--- src/include/panel_defs.svh ---
`ifndef PANEL_DEFS_SVH
`define PANEL_DEFS_SVH

// ##########################################################################
// panel geometry
// ##########################################################################

// pixels in one half-row
`define PANEL_COLS 32
// rows in each half of the panel
`define PANEL_ROWS 16
`define ROW_ADDR_BITS 4

// ##########################################################################
// colour depth and VRAM
// ##########################################################################

// bits per colour channel, one bit plane per bit
`define COLOR_BITS 4
`define PLANE_SEL_BITS 2
`define PIXEL_BITS (3 * `COLOR_BITS)
`define ROW_BITS (`PANEL_COLS * `PIXEL_BITS)
// cycles from a read strobe to the done pulse and never less than 2
`define VRAM_READ_LATENCY 3

`endif

--- src/hdl/panel_pkg.sv ---
`include "panel_defs.svh"

package panel_pkg;

  typedef struct packed {
    logic [`COLOR_BITS-1:0] r;
    logic [`COLOR_BITS-1:0] g;
    logic [`COLOR_BITS-1:0] b;
  } pixel_t;

  typedef logic [`ROW_BITS-1:0] row_word_t;  // column 0 sits in the lowest pixel slot
  typedef logic [`PANEL_COLS-1:0] plane_t;  // bit c belongs to column c

  typedef struct packed {
    logic r;
    logic g;
    logic b;
  } rgb_t;

  typedef logic [`ROW_ADDR_BITS:0] vram_addr_t;  // top bit is the half, 1 selects the lower

  typedef enum logic [3:0] {
    idle,
    shifting,
    load_upper,
    load_lower,
    done,
    fetch_upper,
    capture_upper,
    fetch_lower,
    capture_lower
  } fetch_state_t;

endpackage

--- src/hdl/row_plane_cache.sv ---
`timescale 1ns/1ps
`include "panel_defs.svh"

module row_plane_cache import panel_pkg::*; (
  input  logic                       clk,
  input  logic                       rst,
  input  row_word_t                  rd_data,
  input  logic                       row_load0,
  input  logic                       row_load1,
  input  logic                       side,
  input  logic [`PLANE_SEL_BITS-1:0] plane_sel,
  output plane_t                     red,
  output plane_t                     green,
  output plane_t                     blue
);

  row_word_t row0_q;  // upper half-row
  row_word_t row1_q;  // lower half-row
  row_word_t cur_row;
  pixel_t    px;

  // ##########################################################################
  // half-row registers
  // ##########################################################################

  always_ff @(posedge clk) begin
    if (rst) begin
      row0_q <= '0;
      row1_q <= '0;
    end else begin
      if (row_load0) begin
        row0_q <= rd_data;
      end
      if (row_load1) begin
        row1_q <= rd_data;
      end
    end
  end

  // ##########################################################################
  // plane extraction
  // ##########################################################################

  assign cur_row = side ? row1_q : row0_q;

  // gather bit plane_sel of each channel across every column of the chosen half
  always_comb begin
    red   = '0;
    green = '0;
    blue  = '0;
    px    = '0;
    for (int c = 0; c < `PANEL_COLS; c++) begin
      px       = cur_row[c*`PIXEL_BITS +: `PIXEL_BITS];
      red[c]   = px.r[plane_sel];
      green[c] = px.g[plane_sel];
      blue[c]  = px.b[plane_sel];
    end
  end

endmodule

--- config.mk ---
export PLATFORM = sky130hd
export DESIGN_NAME = row_plane_cache
export DESIGN_NICKNAME = d
export VERILOG_FILES = /design/src/hdl/panel_pkg.sv /design/src/hdl/row_plane_cache.sv
export VERILOG_INCLUDE_DIRS = /design/src /design/src/include
export SDC_FILE = /design/constraint.sdc
export NUM_CORES = 1
export LEC_CHECK = 0
export CAP_MARGIN = 10
export CORE_MARGIN = 5
export CORE_UTILIZATION = 30
export DETAILED_ROUTE_END_ITERATION = 8
export DONT_BUFFER_PORTS = 1
export HOLD_SLACK_MARGIN = 0.08
export PLACE_DENSITY_LB_ADDON = 0.2
export SLEW_MARGIN = 20
export SYNTH_ARGS = -nofsm -noshare
export SYNTH_HDL_FRONTEND = slang
export SYNTH_SLANG_ARGS = --single-unit
--- constraint.sdc ---
create_clock -name clk -period 5.42 [get_ports clk]
set_input_delay 0.813 -clock clk [delete_from_list [all_inputs] [get_ports clk]]
set_output_delay 0.813 -clock clk [all_outputs]
set_load 0.005 [all_outputs]
* Word level (Yosys, flattened, before mapping)
Index checks and enable logic that the tools add are counted. Widths: inputs -> output; s select.
Word-level totals: word-level logic and storage cells 196, output and inout bits 96, flip-flop bits (word level) 768
Operators by class: muxes and demuxes 193, $lt $le $gt $ge 1
Operators by type and width (number):
- $mux 384 | 1
- $bmux 1 s2 | 96
- $mux 1 | 96
- $lt 2x3->1 const B | 1

* Depth between registers and ports, before layout
depth after elaboration 3, depth in mapped cells 5, gate-level depth less buffers 2

* Worst setup path before layout
OpenSTA, ideal clock, no wires.
path kind input to output, start input plane_sel[1], end output blue[10], data required time 4.607 ns, arrival 2.076 ns, stages 5, setup slack 2.531 ns, buffers on the path 3, cell sequence clkbuf_1 -> buf_6 -> buf_6 -> mux4_2 -> mux2_2
Between the ends: word-level cells in the longest chain between the ends 2
Ends and longest elaborated chain:
- from (decl) | line row_plane_cache.sv:11 | input logic [`PLANE_SEL_BITS-1:0] plane_sel,
- $bmux 1 s2 | line row_plane_cache.sv:56 | blue[c] = px.b[plane_sel];
- $mux 1 (not written as such) | line row_plane_cache.sv:56
- to (decl) | line row_plane_cache.sv:14 | output plane_t blue
Every way passes these cells. The select of a mux whose other input is x is not followed.

* Worst setup path after layout
start input plane_sel[1], end output red[14]
Between the ends: word-level cells in the longest chain between the ends 2
Ends and longest elaborated chain:
- $bmux 1 s2 | line row_plane_cache.sv:54 | red[c] = px.r[plane_sel];
- $mux 1 (not written as such) | line row_plane_cache.sv:54
- to (decl) | line row_plane_cache.sv:12 | output plane_t red,
Every way passes these cells. The select of a mux whose other input is x is not followed.

==> flow_summary.json <==
{
  "ant_nets": 0,
  "place_congestion": 0.759,
  "leakage_nw": 15.6,
  "path_delay_family": "multiplexers",
  "power.density_mw_per_mm2": 368,
  "path_cells": "mux4_2 > mux2_2",
  "seqPwrFrac_pct": 46.0,
  "clkLatencyLatePin_ps": 640,
  "whs_ps": 256,
  "cp.depth": 2,
  "overflow": 0,
  "yosysTopAreaCell": "dfxtp_1",
  "rr_startpoint": "row1_q[67]",
  "ys.flop_type": "dfxtp_1",
  "synth_common_cells": "dfxtp_1, mux2i_1, nor2_1, mux4_2, clkbuf_1",
  "port_buffers": 0,
  "placed_area_mm2": 0.0331,
  "fin_nets": 3081,
  "clk_pin_slew_ps": 60,
  "synth.top_cell.area_share_pct": 47.4,
  "cts_hold_buffers": 0,
  "setup_violations": 0,
  "crit_path_end_kind": "output port",
  "yosys_register_bits": 768,
  "die_h_um": 339,
  "hold_violations": 0,
  "holdPathStages": 1,
  "critPathBufInv": 0,
  "drc": 0,
  "cts_buffer_depth": 3,
  "die_w_um": 339,
  "cp-startpoint": "plane_sel[1]",
  "synth_area_per_cell_um2": 11.5,
  "grt_max_degree": 769,
  "dpl.hpwl_mm": 52.6,
  "hold_start": "rst",
  "rows": 120,
  "p_switching_mw": 2.98,
  "syn_nets": 3208,
  "p_clk_share_pct": 46.7,
  "synthTopCellsByArea": "dfxtp_1, mux2i_1, mux4_2",
  "skew_ps": 0,
  "finalCritPeriodShare_pct": 55.2,
  "swShare_pct": 22.2,
  "first_pass_iters": 5,
  "via_count": 20300,
  "clockRootBuffer": "clkbuf_16",
  "drive_gt1_share_pct": 15.9,
  "postSynth.asyncResetShare_pct": 0,
  "ys_types": 9,
  "slew_headroom_pct": -31.2,
  "synth-edff-count": 0,
  "design_area_mm2": 0.0363,
  "path_max_fanout": 192,
  "first_global_vias": 21300,
  "fin_setup_tns_ps": 0,
  "syn_to_final_growth_pct": 12.0,
  "violations": "max-slew violations",
  "crit_path_max_incr_delay_ps": 700,
  "arrival_ps": 2180,
  "seq_area_frac_synth_pct": 47.4,
  "grt_pass1_wl_mm": 132,
  "cts_tree": "done",
  "cts_buffers": 93,
  "slew_viol_final": 155,
  "initial_core_util_pct": 30.3,
  "syn_area_mm2": 0.0324,
  "antenna_found_initial": 5,
  "max_freq_mhz": 334,
  "die_area_mm2": 0.115,
  "crit_type": "in2out",
  "clock_sinks": 768,
  "grt_setup_unrepaired": "false",
  "synth_warnings": 0,
  "cp-start-kind": "primary input",
  "core-area_mm2": 0.107,
  "comb_power_share_pct": 7.3,
  "pin_count": 487,
  "vias_per_cell": 4.87,
  "vdd_drop_max_mv": 0.268,
  "power.internal_mw": 10.4,
  "r2r_cells": 2,
  "wire_per_inst_um": 20.7,
  "status": "finished, violations left",
  "synth_cells": 2817,
  "ctsHtreeMaxLevel": 3,
  "hp-class": "in2reg",
  "crit_required_ps": 4610,
  "drt_wl_total_mm": 86.3,
  "drtIter0Drc": 861,
  "critPathSlowestCell": "mux4_2",
  "max_cap_viol_count": 0,
  "period_minus_slack_ps": 2990,
  "cts-resized-gates": 0,
  "postCtsSetupRepairBufs": 0,
  "track_usage_pct": 14.5,
  "worst_pin_slew_ps": 1970
}
## logic make-up after synthesis
family | after synthesis | share of synthesized area [%]
buffers and inverters | 225 | 3.39
flip-flops | 768 | 47.4
multiplexers | 1056 | 40.3
AND/OR/NAND/NOR | 768 | 8.88
## layout by cell type, fill, tap and decap left out, drive strengths merged
master    Yosys  routed
dfxtp       768     768
bufinv        0       5
diode         0       4
nor2        768     768
clkinv        0      17
clkbuf      102     140
clkinvlp      0       5
inv           0       2
mux2         96      96
mux4        192     192
buf         123       3
mux2i       768     768
## layout make-up
| cell class | instances | area, µm² |
|---|---|---|
| clock inverters | 29 | 367 |
| multi-input cells | 1824 | 16000 |
| flip-flops and latches | 768 | 15400 |
| diodes | 4 | 10.0 |
| well taps | 1403 | 1760 |
| repair buffers | 3 | 82.6 |
| clock buffers | 140 | 2790 |
| fillers | 10600 | 70900 |
## sequential cells by signal, summed over array words and instances (netlist names)
register	flops
row0_q	384
row1_q	384
## routing by layer
metal  track usage (%)  wire [µm]  share of wire, %
met2              23.6      40100                46
met4              4.85       2670               3.1
met1              16.5      33900                39
met3              7.58       9590                11
met5                 0         55             0.064
## final timing paths
kind	end	slack, ps
worst max-delay path	red[14]	2430
worst min-delay path	row1_q[368]	260
worst max register to register	row1_q[67]	4720
worst min register to register	row1_q[17]	490
## stage by stage
step | setup WS [ps] | power [mW] | util (%) | std cells
after floorplan | 2530 | 7.29 | - | 2817
after global placement | 2750 | 7.12 | 30.9 | 3995
after detailed placement | 2750 | 7.16 | 30.9 | 3995
after CTS | 2760 | 13.6 | 33.8 | 4164
after global routing | 2430 | 14.0 | 33.9 | 4167
final | 2430 | 13.4 | 33.9 | 4171
## power by group through the flow
stage / logic (mW) / clock network [mW] / registers (mW)
finish: 0.980 / 6.25 / 6.16
global route: 1.06 / 6.72 / 6.19
CTS: 0.892 / 6.50 / 6.16
detailed placement: 0.888 / 0 / 6.28
global placement: 0.850 / 0 / 6.27
floorplan: 1.07 / 0 / 6.21
(Power assumes the default switching activity.)
