`config.mk`:
```
export PLATFORM = sky130hd
export DESIGN_NAME = row_fetch_ctrl
export DESIGN_NICKNAME = d
export VERILOG_FILES = /design/src/hdl/panel_pkg.sv /design/src/hdl/row_fetch_ctrl.sv
export VERILOG_INCLUDE_DIRS = /design/src /design/src/include
export SDC_FILE = /design/constraint.sdc
export NUM_CORES = 1
export LEC_CHECK = 0
export ABC_CLOCK_PERIOD_IN_PS = 1700
export CAP_MARGIN = 25
export CORE_ASPECT_RATIO = 0.7
export CORE_MARGIN = 1.5
export CORE_UTILIZATION = 30
export CTS_BUF_LIST = sky130_fd_sc_hd__clkbuf_4 sky130_fd_sc_hd__clkbuf_8
export CTS_CLUSTER_DIAMETER = 80
export DETAILED_ROUTE_END_ITERATION = 7
export DONT_BUFFER_PORTS = 1
export PLACE_DENSITY = 0.52
export SLEW_MARGIN = 20
export SYNTH_ARGS = -nofsm -noshare
export SYNTH_HDL_FRONTEND = slang
export SYNTH_SLANG_ARGS = --single-unit
```
`constraint.sdc`:
```
create_clock -name clk -period 1.7 [get_ports clk]
set_input_delay 0.085 -clock clk [delete_from_list [all_inputs] [get_ports clk]]
set_output_delay 0.085 -clock clk [all_outputs]
set_load 0.005 [all_outputs]
```
`src/include/panel_defs.svh`:
```
`ifndef PANEL_DEFS_SVH
`define PANEL_DEFS_SVH

// ##########################################################################
// panel geometry
// ##########################################################################

// pixels in one half-row
`define PANEL_COLS 32
// rows in each half of the panel
`define PANEL_ROWS 16
`define ROW_ADDR_BITS 4

// ##########################################################################
// colour depth and VRAM
// ##########################################################################

// bits per colour channel, one bit plane per bit
`define COLOR_BITS 4
`define PLANE_SEL_BITS 2
`define PIXEL_BITS (3 * `COLOR_BITS)
`define ROW_BITS (`PANEL_COLS * `PIXEL_BITS)
// cycles from a read strobe to the done pulse and never less than 2
`define VRAM_READ_LATENCY 3

`endif

```
`src/hdl/panel_pkg.sv`:
```
`include "panel_defs.svh"

package panel_pkg;

  typedef struct packed {
    logic [`COLOR_BITS-1:0] r;
    logic [`COLOR_BITS-1:0] g;
    logic [`COLOR_BITS-1:0] b;
  } pixel_t;

  typedef logic [`ROW_BITS-1:0] row_word_t;  // column 0 sits in the lowest pixel slot
  typedef logic [`PANEL_COLS-1:0] plane_t;  // bit c belongs to column c

  typedef struct packed {
    logic r;
    logic g;
    logic b;
  } rgb_t;

  typedef logic [`ROW_ADDR_BITS:0] vram_addr_t;  // top bit is the half, 1 selects the lower

  typedef enum logic [3:0] {
    idle,
    shifting,
    load_upper,
    load_lower,
    done,
    fetch_upper,
    capture_upper,
    fetch_lower,
    capture_lower
  } fetch_state_t;

endpackage

```
`src/hdl/row_fetch_ctrl.sv`:
```
`timescale 1ns/1ps
`include "panel_defs.svh"

module row_fetch_ctrl import panel_pkg::*; (
  input  logic                      clk,
  input  logic                      rst,
  input  logic                      cache,
  input  logic                      shift,
  input  logic [`ROW_ADDR_BITS-1:0] row,
  input  logic                      done,
  output logic                      rd,
  output vram_addr_t                addr,
  output logic                      side,
  output logic                      row_load0,
  output logic                      row_load1,
  output logic                      plane_load0,
  output logic                      plane_load1,
  output logic                      plane_shift,
  output logic                      plane_ready,
  output logic                      vram_available
);

  fetch_state_t              state;
  logic                      held;  // both half-rows of held_row are in the cache
  logic [`ROW_ADDR_BITS-1:0] held_row;
  logic                      hit;

  assign hit = held && (row == held_row);

  // the side register steers both the VRAM half and the cache multiplexer
  assign addr = {side, held_row};

  // ##########################################################################
  // request sequencing
  // ##########################################################################

  always_ff @(posedge clk) begin
    if (rst) begin
      state          <= idle;
      held           <= 1'b0;
      held_row       <= '0;
      side           <= 1'b0;
      rd             <= 1'b0;
      row_load0      <= 1'b0;
      row_load1      <= 1'b0;
      plane_load0    <= 1'b0;
      plane_load1    <= 1'b0;
      plane_shift    <= 1'b0;
      plane_ready    <= 1'b0;
      vram_available <= 1'b0;
    end else begin
      // strobes last one cycle unless a state raises them again
      rd          <= 1'b0;
      row_load0   <= 1'b0;
      row_load1   <= 1'b0;
      plane_load0 <= 1'b0;
      plane_load1 <= 1'b0;
      plane_shift <= 1'b0;
      plane_ready <= 1'b0;

      case (state)
        idle: begin
          side <= 1'b0;
          if (shift && held) begin
            plane_shift <= 1'b1;  // shift wins over a cache request
            state       <= shifting;
          end else if (cache) begin
            if (hit) begin
              plane_load0 <= 1'b1;
              state       <= load_upper;
            end else begin
              rd             <= 1'b1;  // upper half first
              held           <= 1'b0;
              held_row       <= row;
              vram_available <= 1'b0;
              state          <= fetch_upper;
            end
          end
        end

        shifting: begin
          if (shift) begin
            plane_shift <= 1'b1;  // one column per cycle that shift stays high
          end else begin
            state <= idle;
          end
        end

        load_upper: begin
          plane_load1 <= 1'b1;
          side        <= 1'b1;
          state       <= load_lower;
        end

        load_lower: begin
          plane_ready <= 1'b1;
          side        <= 1'b0;
          state       <= panel_pkg::done;
        end

        panel_pkg::done: begin
          state <= idle;
        end

        // ######################################################################
        // row fetch on a miss
        // ######################################################################

        fetch_upper: begin
          if (done) begin
            row_load0 <= 1'b1;
            state     <= capture_upper;
          end
        end

        capture_upper: begin
          rd    <= 1'b1;
          side  <= 1'b1;  // lower half comes next
          state <= fetch_lower;
        end

        fetch_lower: begin
          if (done) begin
            row_load1      <= 1'b1;
            held           <= 1'b1;
            vram_available <= 1'b1;
            state          <= capture_lower;
          end
        end

        capture_lower: begin
          plane_load0 <= 1'b1;  // continue with the same sequence as a hit
          side        <= 1'b0;
          state       <= load_upper;
        end

        default: begin
          side  <= 1'b0;
          state <= idle;
        end
      endcase
    end
  end

endmodule

```
* Word-level counts from Yosys, hierarchy flattened
Index checks and enable logic that the tools add are counted.
** Storage, ports and cells
- Flip-flop bits (word level) :: 17
- Input bits :: 9
- Output and inout port bits :: 14
- Word-level logic and storage cells :: 69
** Cells by class
- Eq/ne operators :: 16
- Muxes and demuxes :: 27
- Bitwise gates (word level) :: 4
- Reductions and logical operators :: 11
** Operator list (number)
- $pmux W4 S8 :: 1
- $mux W4 :: 5
- $eq A4 B3 Y1 const B :: 4
- $mux W1 :: 15
- $ne A2 B2 Y1 const B :: 6
- $pmux W1 S2 :: 5
- $eq A4 B2 Y1 const B :: 2
- $reduce_and A4 Y1 :: 2
- $reduce_or A2 Y1 :: 3
- $reduce_and A5 Y1 :: 1
- $eq A4 B1 Y1 const B :: 1
- $eq A4 B4 Y1 :: 1
- $eq A4 B4 Y1 const B :: 1
- $logic_not A4 Y1 :: 1
- $not A1 Y1 :: 4
- $reduce_or A4 Y1 :: 1
- $mux W3 :: 1
- $ne A3 B3 Y1 const B :: 1
- $logic_and A1 B1 Y1 :: 2
- $reduce_bool A2 Y1 :: 1

* Logic depth before layout (Yosys ltp)
- Depth after elaboration :: 6
- Mapped depth :: 6

* Worst setup path after synthesis
Ideal clock, no wire load.
- Kind :: reg-to-reg
- Start point :: reg held_row[3]
- End point :: reg state[1]
- Library setup time :: 0.086 ns
- Data arrival time :: 1.261 ns
- Slack :: 0.353 ns
- Stages on the path, launching flop included :: 5
- Clock period less this slack :: 1.347 ns
- Cell sequence :: dfxtp_1 xnor2_1 nand3_1 or3_1 a221oi_2
** On the way
- Word-level cells in the longest chain between the ends :: 6
** Ends and longest elaborated chain
- start, declared :: line row_fetch_ctrl.sv:25 : logic [`ROW_ADDR_BITS-1:0] held_row;
- start signal, assigned :: line row_fetch_ctrl.sv:74 : held_row <= row;
- $eq A4 B4 Y1 :: line row_fetch_ctrl.sv:28 : assign hit = held && (row == held_row);
- $logic_and A1 B1 Y1 :: line row_fetch_ctrl.sv:28
- $mux W3 :: line row_fetch_ctrl.sv:68 : if (hit) begin
- $mux W4 :: line row_fetch_ctrl.sv:67 : end else if (cache) begin
- $mux W4 :: line row_fetch_ctrl.sv:64 : if (shift && held) begin
- $pmux W4 S8 :: line row_fetch_ctrl.sv:61 : case (state)
- end signal, assigned :: line row_fetch_ctrl.sv:66 : state <= shifting;
- end signal, assigned :: line row_fetch_ctrl.sv:70 : state <= load_upper;
- end signal, assigned :: line row_fetch_ctrl.sv:76 : state <= fetch_upper;
- end, declared :: line row_fetch_ctrl.sv:23 : fetch_state_t state;
Every way passes these cells. The select of a mux whose other input is x is not followed.
A chain may end at the register's enable or synchronous reset.

* Worst setup path after layout
- Start point :: reg held_row[2]
- End point :: reg state[1]
Same word-level chain as after synthesis.

==> impl_metrics.py <==
metrics = {
    "run_status": {
        "status": "finished, final reports clean",
    },
    "routing": {
        "post_drt_wl_per_cell_um": 14.1,
        "drcViolationCount": 0,
        "drt-total-wl_um": 1990,
        "route.antenna.remaining_nets": 0,
        "dr.pass1.iters": 5,
        "vias": 739,
        "post_drt_via_cell_ratio": 5.24,
        "drt_iter0_drc": 73,
    },
    "worst_hold_path": {
        "hold_depth": 2,
        "min_from": "rst",
        "whs_endpoint": "side",
        "hp-class": "in2reg",
    },
    "finish": {
        "fin_cells": 141,
        "fin_area_um2": 996,
        "largestRegisters": "held_row (4), state (4)",
        "layout-area-overhead-vs-synth_pct": 11.6,
        "drive_gt1_share_pct": 13.3,
        "final_util_pct": 35.5,
        "n_antenna_cell": 0,
        "fin_nets": 115,
        "n_fill_cell": 311,
    },
    "clock_tree": {
        "cts_tree": "yes",
        "h-tree-depth": 1,
        "clk_latency_ns": 0.25,
        "cts_buffers": 3,
        "clkTransAtPathRegs_ns": 0.07,
        "clockRootBuffer": "clkbuf_8",
        "cts.sinks": 17,
        "clock_path_buffers": 2,
        "post_cts_buffers": 0,
    },
    "global_route": {
        "grt_overflow": 0,
        "antenna_found_initial": 0,
        "grt_max_degree": 16,
        "grt_pass1_wl_um": 3280,
        "first_global_vias": 675,
        "grt_use_total_pct": 13.3,
    },
    "sta": {
        "post-route-period-util_pct": 87.8,
        "finalMaxSlewViolations": 0,
        "timing.slew.headroom_pct": 72.9,
        "rsz0062_at_grt": "no",
        "fin_tns_setup_ns": 0,
        "worst_pin_slew_ns": 0.397,
        "final_hold_viol_count": 0,
        "finalSetupViolCount": 0,
        "whs_ns": 0.0275,
        "period_minus_slack_ns": 1.49,
        "max_freq_ghz": 0.670,
        "fin_skew_ns": 0.00397,
    },
    "critical_path": {
        "cp.required_ns": 1.87,
        "r2r_start": "held_row[2]",
        "crit_type": "reg2reg",
        "path_cells": "xnor2_1 -> nand3_1 -> or3_1 -> a221oi_2",
        "critPathCaptureType": "flip-flop",
        "r2r_slack_ns": 0.21,
        "arrival_ns": 1.66,
        "cpLargestDelayFamily": "simple AND/OR/NAND/NOR gates",
        "cpMaxStageDelayCell": "or3_1",
        "cp_max_fo": 6,
        "critPathMaxStageDelay_ns": 0.44,
        "timing.critical_path.buf_inv": 0,
        "startpoint_type": "flip-flop",
        "r2r-end": "state[1]",
        "reg2reg_depth": 4,
    },
    "logic_synthesis": {
        "synth_area_leaders": "dfxtp_1 (38%), nand2_1 (5.9%), mux2i_1 (4.5%)",
        "yosys.area_share.adder_pct": 0,
        "synth_mux_area_share_pct": 4.49,
        "synthesis.area_um2": 892,
        "synth_xor_area_share_pct": 4.91,
        "synth_flop_cell": "dfxtp_1",
        "ys_seq_elements": 17,
        "netlist_instances": 101,
        "yosys.area_share.simple_pct": 23.1,
        "synth_edf_count": 0,
        "yosysSeqAreaShare_pct": 38.1,
        "yosys_warnings": 0,
        "syn_area_per_cell_um2": 8.83,
        "synth_top_family_by_area": "simple AND/OR/NAND/NOR gates",
        "synth-compound-area-share_pct": 21.6,
        "synth.distinct_cells": 39,
        "synthTopCellsByCount": "dfxtp_1 (17), nand2_1 (14), a21oi_1 (7)",
        "synthDominantAreaCellType": "dfxtp_1",
        "post-synth-top-count-cell": "dfxtp_1",
        "async_flop_share_pct": 0,
        "synth_nets": 110,
        "yosysTopAreaCellShare_pct": 38.1,
    },
    "floorplan": {
        "die-width_um": 68.2,
        "pin_count": 23,
        "coreArea_um2": 2800,
        "rows": 16,
        "design.die.area_um2": 3320,
        "die_y_um": 48.6,
        "initial_utilization_pct": 31.8,
    },
    "run": {
        "maxCapViolations": 0,
    },
    "place": {
        "placed_cell_area_um2": 887,
        "io_buffers": 0,
        "dpl.hpwl_um": 1400,
        "gp_congestion": 0.801,
        "dp_cells": 131,
    },
    "power": {
        "max-vdd-ir-drop_uv": 485,
        "p_leak_nw": 0.328,
        "p_per_area_nw_per_um2": 1260,
    },
}
[report_power, final]
part | total, mW | leakage (nW) | switching [mW] | internal [mW]
combinational | 0.396 | 0.163 | 0.214 | 0.182
clock | 0.306 | 0.0255 | 0.144 | 0.163
sequential | 0.557 | 0.139 | 0.104 | 0.453
total | 1.26 | 0.328 | 0.462 | 0.798
[per-layer routing]
| layer | up-vias | global-route usage (%) | share of wire [%] |
|---|---|---|---|
| li1 | 373 | - | - |
| met2 | 27 | 16.3 | 39 |
| met4 | 0 | 2.00 | 0.60 |
| met1 | 337 | 20.4 | 50 |
| met3 | 2 | 6.74 | 10 |
| met5 | - | 0 | 0 |
[final cells by class]
class | instances | area, µm² | share of cell area (%)
Multi-Input combinational cell | 74 | 483 | 48.5
Sequential cell | 17 | 343 | 34.4
Timing Repair Buffer | 7 | 67.6 | 6.78
Tap cell | 36 | 45.0 | 4.52
Clock buffer | 3 | 41.3 | 4.15
Inverter | 3 | 11.3 | 1.13
Clock inverter | 1 | 5.00 | 0.503
[through the flow]
stage          setup slack (ns)  power, mW
6_report                  0.208       1.26
5_1_grt                  0.0706       1.35
4_1_cts                   0.134       1.27
3_5_place_dp              0.160      0.943
3_3_place_gp              0.180      0.935
2_1_floorplan             0.353      0.904
[cells by family (layout without fill, tap and decap cells)]
logic type,count (synthesis),count (layout)
simple gates,39,39
mux,4,4
xor+xnor,5,5
compound gates,26,26
flops,17,17
buf+inv,10,14
[cells in the final DEF (no fill, tap or decap), drive strengths merged, types with 4 or more instances in the layout]
| cell type | count |
|---|---|
| or3 | 4 |
| xnor2 | 4 |
| nand2 | 14 |
| dlygate4sd3 | 6 |
| o21ai | 5 |
| nor3 | 4 |
| dfxtp | 17 |
| mux2i | 4 |
| a21oi | 7 |
| nor2 | 4 |
[worst max-delay path by stage]
stage | startpoint | to | cells after the start
floorplan | held_row[3] | state[1] | 4
global placement | state[1] | row_load1 | 4
detailed placement | state[2] | state[3] | 4
CTS | state[2] | state[2] | 4
global route | held_row[2] | state[1] | 4
finish | held_row[2] | state[1] | 4
[timing repair]
action,4_1_cts,5_1_grt
hold endpoints to repair,13,0
gates resized for setup,0,2
hold buffers,6,0
setup endpoints to repair,0,2
Power figures use the tool's default switching activity.
