**src/include/panel_defs.svh**
```systemverilog
`ifndef PANEL_DEFS_SVH
`define PANEL_DEFS_SVH

// ##########################################################################
// panel geometry
// ##########################################################################

// pixels in one half-row
`define PANEL_COLS 32
// rows in each half of the panel
`define PANEL_ROWS 16
`define ROW_ADDR_BITS 4

// ##########################################################################
// colour depth and VRAM
// ##########################################################################

// bits per colour channel, one bit plane per bit
`define COLOR_BITS 4
`define PLANE_SEL_BITS 2
`define PIXEL_BITS (3 * `COLOR_BITS)
`define ROW_BITS (`PANEL_COLS * `PIXEL_BITS)
// cycles from a read strobe to the done pulse and never less than 2
`define VRAM_READ_LATENCY 3

`endif

```
**src/hdl/panel_pkg.sv**
```systemverilog
`include "panel_defs.svh"

package panel_pkg;

  typedef struct packed {
    logic [`COLOR_BITS-1:0] r;
    logic [`COLOR_BITS-1:0] g;
    logic [`COLOR_BITS-1:0] b;
  } pixel_t;

  typedef logic [`ROW_BITS-1:0] row_word_t;  // column 0 sits in the lowest pixel slot
  typedef logic [`PANEL_COLS-1:0] plane_t;  // bit c belongs to column c

  typedef struct packed {
    logic r;
    logic g;
    logic b;
  } rgb_t;

  typedef logic [`ROW_ADDR_BITS:0] vram_addr_t;  // top bit is the half, 1 selects the lower

  typedef enum logic [3:0] {
    idle,
    shifting,
    load_upper,
    load_lower,
    done,
    fetch_upper,
    capture_upper,
    fetch_lower,
    capture_lower
  } fetch_state_t;

endpackage

```
**src/hdl/column_shifter.sv**
```systemverilog
`timescale 1ns/1ps
`include "panel_defs.svh"

module column_shifter import panel_pkg::*; (
  input  logic   clk,
  input  logic   rst,
  input  plane_t red,
  input  plane_t green,
  input  plane_t blue,
  input  logic   plane_load0,
  input  logic   plane_load1,
  input  logic   plane_shift,
  output rgb_t   rgb0,
  output rgb_t   rgb1
);

  localparam int CHANNELS = 3;

  plane_t src [CHANNELS];      // index 0 red, 1 green, 2 blue
  plane_t upper_q [CHANNELS];
  plane_t lower_q [CHANNELS];

  assign src[0] = red;
  assign src[1] = green;
  assign src[2] = blue;

  // ##########################################################################
  // plane shift registers
  // ##########################################################################

  always_ff @(posedge clk) begin
    if (rst) begin
      for (int i = 0; i < CHANNELS; i++) begin
        upper_q[i] <= '0;
        lower_q[i] <= '0;
      end
    end else begin
      for (int i = 0; i < CHANNELS; i++) begin
        if (plane_load0) begin
          upper_q[i] <= src[i];
        end else if (plane_shift) begin
          upper_q[i] <= upper_q[i] >> 1;  // next column moves into bit 0
        end
        if (plane_load1) begin
          lower_q[i] <= src[i];
        end else if (plane_shift) begin
          lower_q[i] <= lower_q[i] >> 1;
        end
      end
    end
  end

  // current column is always bit 0
  assign rgb0 = {upper_q[0][0], upper_q[1][0], upper_q[2][0]};
  assign rgb1 = {lower_q[0][0], lower_q[1][0], lower_q[2][0]};

endmodule

```
**config.mk**
```make
export PLATFORM = sky130hd
export DESIGN_NAME = column_shifter
export DESIGN_NICKNAME = d
export VERILOG_FILES = /design/src/hdl/panel_pkg.sv /design/src/hdl/column_shifter.sv
export VERILOG_INCLUDE_DIRS = /design/src /design/src/include
export SDC_FILE = /design/constraint.sdc
export NUM_CORES = 1
export LEC_CHECK = 0
export BUFFER_PORTS_ARGS = -buffer_cell sky130_fd_sc_hd__buf_2
export CAP_MARGIN = 10
export CORE_MARGIN = 4
export CORE_UTILIZATION = 63
export DETAILED_ROUTE_END_ITERATION = 8
export PLACE_DENSITY = 0.84
export SYNTH_ARGS = -nofsm -noshare
export SYNTH_HDL_FRONTEND = slang
export SYNTH_SLANG_ARGS = --single-unit
export TNS_END_PERCENT = 30
```
**constraint.sdc**
```tcl
create_clock -name clk -period 8.01 [get_ports clk]
set_input_delay 1.602 -clock clk [delete_from_list [all_inputs] [get_ports clk]]
set_output_delay 1.602 -clock clk [all_outputs]
set_load 0.02 [all_outputs]
```
**Yosys cells after proc, flatten, opt, wreduce, memory -nomap -nowiden**

Memories as Yosys holds them, arrays and structs flattened.
Index checks and enable logic that the tools add are counted.

- Input bits: 101
- Memories kept: 2
- Flip-flop bits (word level): 0
- Word-level logic and storage cells: 41
- Memory bits (writable): 192

Memories:

| memory | words | width | rd ports | clocked after memory_dff | write ports | RTL line | text |
|---|---|---|---|---|---|---|---|
| lower_q | 3 | 32 | 3 | 0 | 3 | column_shifter.sv:21 | `plane_t lower_q [CHANNELS];` |
| upper_q | 3 | 32 | 3 | 0 | 3 | column_shifter.sv:20 | `plane_t upper_q [CHANNELS];` |

- Bitwise gates (word level): 12
- Mux-type cells: 27

Operator list:

| cell | number |
|---|---|
| $mux W32 | 12 |
| $mux W1 | 15 |
| $or A1 B1 Y1 | 12 |

**Depth between registers and ports, before layout**

Gate-level depths: netlist (run 1).

- Depth in word-level cells: 5
- Mapped depth: 5
- Mapped depth without buffers: 2

**Worst setup path before layout (run 1)**

OpenSTA, ideal clock, no wires.

- Path kind: input to register
- Start point: input plane_load1
- End point: memory lower_q[0][0] in the netlist's numbering (enable)
- Stages on the path: 4
- Required time: 7.318 ns
- Slack: 4.078 ns
- Buffers on the path: 2
- Arrival: 3.240 ns
- Cell sequence: buf_4 inv_1 clkbuf_1 nand2_1

RTL lines:

| element | RTL line | text |
|---|---|---|
| start, declared | column_shifter.sv:11 | `input logic plane_load1,` |
| end, declared | column_shifter.sv:21 |  |

==> metrics.yaml, run 1 <==
timing:
  finalCritPeriodShare: 0.482
  fin_crit_ns: 3.86
  setup_viol: 0
  rsz0062_at_grt: "false"
  slew_headroom: 0.199
  setup_tns_ns: 0
  slew_viol_final: 0
  worst_pin_slew_ns: 1.20
  hold_viol: 0
  fin_skew_ns: 0.00647
  max_clock_freq_ghz: 0.259
yosys:
  yosysUniqueCellTypes: 22
  synth_area_leaders: "edfxtp_1 (64%), nand3b_1 (9.1%), a32o_1 (8.6%), nand2_1 (4.6%), a21oi_1 (3.5%)"
  synth-edff-count: 190
  synth_nets: 799
  synth_area_leader_cell: "edfxtp_1"
  ys_ff_latch: 192
  postSynthAreaPerCell_um2: 12.9
  synth_ff_type: "edfxtp_1"
  synth_warnings: 0
  netlist.area_leader.share: 0.636
  ys_async_sr_fraction: 0
  yosysSeqAreaShare: 0.640
  syn_area_um2: 8970
  synthCells: 698
floorplan:
  die_x_um: 127
  die_h_um: 127
  pin_count: 107
  die-area_um2: 16200
  start_util: 0.644
  num_rows: 43
  core_um2: 13900
worst_setup_path:
  rr_worst_depth: 1
  r2r-start: "upper_q[2][6]$_DFFE_PP_"
  path_depth: 5
  critPathKind: "input port to flop"
  cp_slowest_cell: "inv_1"
  start_kind: "input port"
  path_buf_inv: 4
  cp_max_fo: 81
  path_cells: "buf_2 -> buf_4 -> inv_1 -> nand2_2 -> buf_4"
  path_common_cell: "buf_4"
  cpPeakStageDelay_ns: 0.68
  end_kind: "flop"
  arrival_ns: 3.92
  required_ns: 8.07
  crit_family: "buffers and inverters"
  setup.worst_path.start: "plane_load1"
worst_hold_path:
  hold_start: "upper_q[0][31]$_SDFFCE_PP0P_"
  worstHoldPathType: "flop to flop"
  whs_path_depth: 1
clocking:
  cts_buffers: 17
  cts_htree_levels: 4
  cts_setup_buffers: 0
  cts_resized: 0
  cts_tree: "built"
  cts-root-buf: "clkbuf_16"
  clk_latency_ns: 0.43
  clkTransAtPathRegs_ns: 0.06
  clock_tree.buffer_depth: 2
  clock-sinks: 192
  postCtsHoldBufs: 0
job:
  drv_cap: 0
layout:
  final_cells: 943
  register_area_um2: 5750
  syn_to_final_growth_pct: 11.6
  fillers: 907
  drive_gt1_frac: 0.240
  multi_input_area_um2: 2790
  n_antenna_cell: 0
  nets: 851
route:
  wire_per_inst_um: 19.9
  wl_mm: 18.8
  drc_errors: 0
  dr.pass1.iters: 6
  via_per_inst: 6.50
  vias: 6125
  drtIter0Drc: 813
  ant_nets: 0
pwr:
  cellPowerDensity_nw_per_um2: 229
  vdd_drop_max_mv: 0.156
  power.total_uw: 2290
  p_leak_uw: 0.00370
global_routing:
  antenna_found_initial: 0
  grt_use_total: 0.235
  grt.overflow.total: 0
  grt_max_degree: 119
  grt_pass1_wl_mm: 30.1
  grt_pass1_vias: 5837
run_status:
  status: "completed"
placed_design:
  dp_cells: 909
  port_buffers: 106
  dpl.hpwl_mm: 10.7
  gp_congestion: 0.791
path summary, 6_finish.rpt:
| path | slack (ns) | to |
|---|---|---|
| hold reg to reg | 0.58 | upper_q[0][30]$_SDFFCE_PP0P_ |
| setup reg to reg | 7.09 | upper_q[2][5]$_DFFE_PP_ |
| setup / recovery | 4.15 | lower_q[1][10]$_SDFFCE_PP0P_ |
| hold / removal | 0.58 | upper_q[0][30]$_SDFFCE_PP0P_ |
cell families (layout without fill, tap and decap cells):
family,after synthesis,after routing,share of synthesized area
simple gates,234,234,0.147
compound gates,188,188,0.161
buf+inv,84,149,0.0513
flops,192,192,0.640
Yosys cell counts (4+ instances only):
library cell  instances
edfxtp_1            190
nand2_1             111
nand3b_1            109
a32o_1               77
a21oi_1              62
clkbuf_1             36
o21ai_2              30
buf_2                23
o21ai_0              17
buf_6                11
buf_4                 9
and2_1                4
nor2b_1               4
routing by layer:
metal | vias to the layer above | global-route usage | wire (µm)
met2 | 293 | 0.374 | 9380
li1 | 2791 | - | -
met1 | 3007 | 0.317 | 7560
met4 | 0 | 0.0852 | 371
met5 | - | 0 | 0
met3 | 34 | 0.0581 | 1450
per-stage QoR:
step	hold slack [ns]	setup slack, ns	area [µm²]	util
4_1_cts	0.574	3.90	9970	0.715
5_1_grt	0.590	3.98	10000	0.718
3_5_place_dp	0.522	3.45	9350	0.671
2_1_floorplan	0.469	4.08	8970	-
3_3_place_gp	0.476	3.69	9350	0.671
6_report	0.575	4.15	10000	0.718
cells in the final DEF (no fill, tap or decap), drive strengths merged:
cell type	netlist	routed
a21oi	62	62
a22o	2	2
a32o	77	77
and2	4	4
buf	45	114
bufinv	0	4
clkbuf	36	18
clkinv	0	3
clkinvlp	0	6
dfxtp	2	2
edfxtp	190	190
inv	3	4
nand2	111	111
nand3b	109	109
nor2	2	2
nor2b	5	5
o21ai	47	47
or2	1	1
or3	2	2
where the power goes:
part	internal (µW)	switching, µW
Combinational	69.5	117
Clock	521	369
Sequential	1190	23.7
Total	1780	510
area by class of cell:
cell class,instances,share of cell area
clock buffer,18,0.0429
clock inverter,14,0.0189
inverter,3,0.00112
multi-input combinational,422,0.278
sequential,192,0.574
tap,180,0.0225
timing repair buffer,114,0.0622
flip-flops by register name (all words and copies together), names as in the netlist:
signal,count
lower_q,96
upper_q,96
(Power assumes the default switching activity.)
==> inputs of run 2 (changes only) <==
CORE_UTILIZATION = 53   (was 63)
PLACE_DENSITY = 0.76   (was 0.84)
clock period = 3.5 ns   (was 8.01 ns; I/O delays follow)
==> metrics.yaml, run 2 (same netlist as run 1, synthesis figures left out) <==
layout:
  n_antenna_cell: 0
  final_common_cell: "edfxtp_1"
  drive_gt1_frac: 0.248
  biggestRegsByFlops: "lower_q x96, upper_q x96"
  final_cell_mix: "edfxtp_1 (190), nand2_1 (110), nand3b_1 (109)"
  syn_to_final_growth_pct: 12.7
  nets: 859
timing:
  fin_skew_ns: 0.0134
  setup_tns_ns: 0
  rsz0062_at_grt: "false"
  fin_crit_ns: 2.08
  hold_viol: 0
  slew_viol_final: 0
  setup_viol: 0
  slew_headroom: 0.420
  max_clock_freq_ghz: 0.480
  setup_ws_ns: 1.42
  worst_pin_slew_ns: 0.871
  finalCritPeriodShare: 0.595
  worst_hold_slack_ns: 0.528
worst_hold_path:
  holdPathEnd: "lower_q[2][31]$_SDFFE_PN0P_"
  worstHoldPathType: "flop to flop"
  hold_start: "lower_q[2][31]$_SDFFE_PN0P_"
  whs_path_depth: 1
placed_design:
  port_buffers: 106
  dpl.hpwl_mm: 11.9
  post-place-ws_ns: 0.982
  gp_congestion: 0.789
clocking:
  clk_latency_ns: 0.43
  cts_tree: "built"
  clock-sinks: 192
  clkTransAtPathRegs_ns: 0.07
  cts_setup_buffers: 0
  cts-root-buf: "clkbuf_16"
  postCtsHoldBufs: 0
  clock_tree.buffer_depth: 2
  cts_buffers: 17
  cts_resized: 0
  cts_htree_levels: 4
route:
  wl_mm: 19.1
  via_per_inst: 6.12
  wire_per_inst_um: 19.3
  drtIter0Drc: 633
  vias: 6064
  ant_nets: 0
  drc_errors: 0
  dr.pass1.iters: 5
worst_setup_path:
  required_ns: 3.67
  r2r-start: "upper_q[2][3]$_DFFE_PP_"
  end_kind: "flop"
  arrival_ns: 2.25
  cp_max_fo: 41
  start_kind: "input port"
  critPathKind: "input port to flop"
  rrSetupSlack_ns: 2.60
  reg2reg_to: "upper_q[2][2]$_DFFE_PP_"
  rr_worst_depth: 1
floorplan:
  die_h_um: 138
  num_rows: 47
  die-area_um2: 19100
  pin_count: 107
  core_um2: 16600
  die_x_um: 138
  start_util: 0.541
global_routing:
  grt.overflow.total: 0
  grt_max_degree: 65
  grt_use_total: 0.200
  antenna_found_initial: 3
  grt_pass1_vias: 6014
  grt_pass1_wl_mm: 31.2
job:
  drv_cap: 0
pwr:
  vdd_drop_max_mv: 0.388
  p_leak_uw: 0.00375
  cellPowerDensity_nw_per_um2: 518
run_status:
  status: "completed"
run 2: final cells by class:
class                           count  area, µm²
Clock inverter                     14        190
Sequential cell                   192       5750
Tap cell                          220        275
Multi-Input combinational cell    422       2790
Clock buffer                       18        429
Fill cell                        1292       6470
Timing Repair Buffer              122        668
Inverter                            3       11.3
run 2: report_power, final:
group / switching (µW) / total, µW / internal [µW]
Combinational: 269 / 432 / 162
Clock: 844 / 2040 / 1190
Sequential: 53.3 / 2770 / 2720
Total: 1170 / 5240 / 4070
run 2: worst max-delay path: stages:
cell	delay, ns
buf_4	0.25
buf_4	0.39
or2_2	0.40
buf_4	0.36
o21ai_0	0.14
run 2: per-stage QoR:
stage / power (µW) / cells / utilization / instance area [µm²]
after floorplan: 3100 / 698 / - / 8970
after global placement: 3220 / 959 / 0.572 / 9490
after detailed placement: 3250 / 959 / 0.572 / 9490
after CTS: 5260 / 991 / 0.610 / 10100
after global routing: 5420 / 991 / 0.610 / 10100
final: 5240 / 991 / 0.610 / 10100
run 2: metal layers:
layer | global-route usage | wire (µm) | vias up
met2 | 0.312 | 9360 | 208
met3 | 0.0556 | 1230 | 31
met4 | 0.0629 | 300 | 6
li1 | - | - | 2806
met5 | 0 | 35 | -
met1 | 0.276 | 8160 | 3013
run 2: worst max path at each step:
stage                 from                      endpoint  slack (ns)
3_3_place_gp           rst   lower_q[1][0]$_SDFFCE_PP0P_        1.03
4_1_cts        plane_shift   lower_q[0][0]$_SDFFCE_PP0P_        1.44
2_1_floorplan  plane_load1   lower_q[0][0]$_SDFFCE_PP0P_        0.47
5_1_grt        plane_shift  lower_q[0][23]$_SDFFCE_PP0P_        1.29
6_report               rst   lower_q[1][0]$_SDFFCE_PP0P_        1.42
3_5_place_dp   plane_shift   lower_q[0][0]$_SDFFCE_PP0P_        0.98
==> inputs of run 3 (changes only) <==
CORE_UTILIZATION = 58   (was 53)
PLACE_DENSITY = 0.78   (was 0.76)
clock period = 2.05 ns   (was 3.5 ns; I/O delays follow)
==> metrics.yaml, run 3 (same netlist as run 1, synthesis figures left out) <==
floorplan:
  die_x_um: 132
  die-area_um2: 17500
  die_h_um: 132
  core_um2: 15200
  pin_count: 107
  num_rows: 45
  start_util: 0.590
global_routing:
  grt.overflow.total: 0
  grt_use_total: 0.219
  grt_pass1_wl_mm: 30.9
  grt_max_degree: 94
  grt_pass1_vias: 5965
  antenna_found_initial: 3
layout:
  register_area_um2: 5750
  drive_gt1_frac: 0.249
  final_common_cell: "edfxtp_1"
  biggestRegsByFlops: "lower_q x96, upper_q x96"
  final_cell_mix: "edfxtp_1 (190), nand2_1 (110), nand3b_1 (109)"
  fillers: 1143
  final_cell_area_um2: 10100
  multi_input_area_um2: 2790
  syn_to_final_growth_pct: 12.6
  final_core_util: 0.664
  nets: 863
placed_design:
  post-place-ws_ns: 0.121
  dpl.hpwl_mm: 11.3
  port_buffers: 106
  placed_area_um2: 9510
  gp_congestion: 0.795
pwr:
  p_comb_frac: 0.086
  cellPowerDensity_nw_per_um2: 861
  switching_share: 0.228
  power.switching_uw: 1980
  power_frac_clock: 0.370
  vdd_drop_max_mv: 0.688
  p_leak_uw: 0.00377
  seqPwrFrac: 0.544
  p_int_uw: 6720
  power.total_uw: 8700
timing:
  slew_headroom: 0.291
  fin_crit_ns: 1.44
  setup_viol: 0
  hold_viol: 0
  worst_pin_slew_ns: 1.06
  finalCritPeriodShare: 0.701
  setup_ws_ns: 0.613
  fin_skew_ns: 0.00616
  max_clock_freq_ghz: 0.696
  rsz0062_at_grt: "false"
  slew_viol_final: 0
worst_hold_path:
  worstHoldPathType: "input port to flop"
route:
  wire_per_inst_um: 19.6
  wl_mm: 18.9
  dr.pass1.iters: 8
  vias: 6054
  ant_nets: 0
  drc_errors: 0
  via_per_inst: 6.28
  drtIter0Drc: 700
clocking:
  clock-sinks: 192
  postCtsHoldBufs: 0
  cts_setup_buffers: 0
  clock_tree.buffer_depth: 2
  clk_latency_ns: 0.42
  cts_buffers: 17
  cts-root-buf: "clkbuf_16"
  clkTransAtPathRegs_ns: 0.07
  cts_tree: "built"
  cts_htree_levels: 4
  cts_resized: 0
worst_setup_path:
  arrival_ns: 1.72
  start_kind: "input port"
  cp_max_fo: 45
  required_ns: 2.34
  critPathKind: "input port to flop"
  end_kind: "flop"
job:
  drv_cap: 0
run_status:
  status: "completed"
-- run 3: stage by stage --
stage,hold WS [ns],setup TNS [ns],instances
global placement,0.476,0,930
finish,0.234,0,964
floorplan,0.469,-0.543,698
CTS,0.220,0,962
detailed placement,0.495,0,930
global route,0.238,0,963
-- run 3: final timing paths --
path                                    start  slack, ns                     endpoint  cells past startpoint
setup reg to reg     upper_q[2][10]$_DFFE_PP_       1.11      upper_q[2][9]$_DFFE_PP_                      1
hold reg to reg   lower_q[2][31]$_SDFFE_PN0P_       0.51  lower_q[2][31]$_SDFFE_PN0P_                      1
setup / recovery                  plane_shift       0.61      upper_q[2][4]$_DFFE_PP_                      3
hold / removal                       blue[31]       0.23  lower_q[2][31]$_SDFFE_PN0P_                      2
-- run 3: layout make-up --
type	count	area share
Antenna cell	1	0.000248
Clock buffer	17	0.0421
Clock inverter	15	0.0142
Inverter	3	0.00111
Multi-Input combinational cell	422	0.277
Sequential cell	192	0.569
Tap cell	188	0.0233
Timing Repair Buffer	126	0.0736
-- run 3: power groups by stage --
stage | combinational, µW | clock [µW] | sequential (µW)
6_report | 750 | 3210 | 4730
5_1_grt | 829 | 3440 | 4750
4_1_cts | 749 | 3250 | 4730
3_5_place_dp | 741 | 0 | 4810
3_3_place_gp | 712 | 0 | 4800
2_1_floorplan | 514 | 0 | 4780
-- run 3: routing by layer --
metal	global-route usage	part of all wire
met5	0	0.0017
met4	0.0670	0.018
met3	0.0534	0.066
met2	0.351	0.49
met1	0.299	0.42
-- run 3: critical path, stage by stage --
cell     delay (ns)
buf_4          0.13
nor2b_4        0.87
a32o_1         0.30
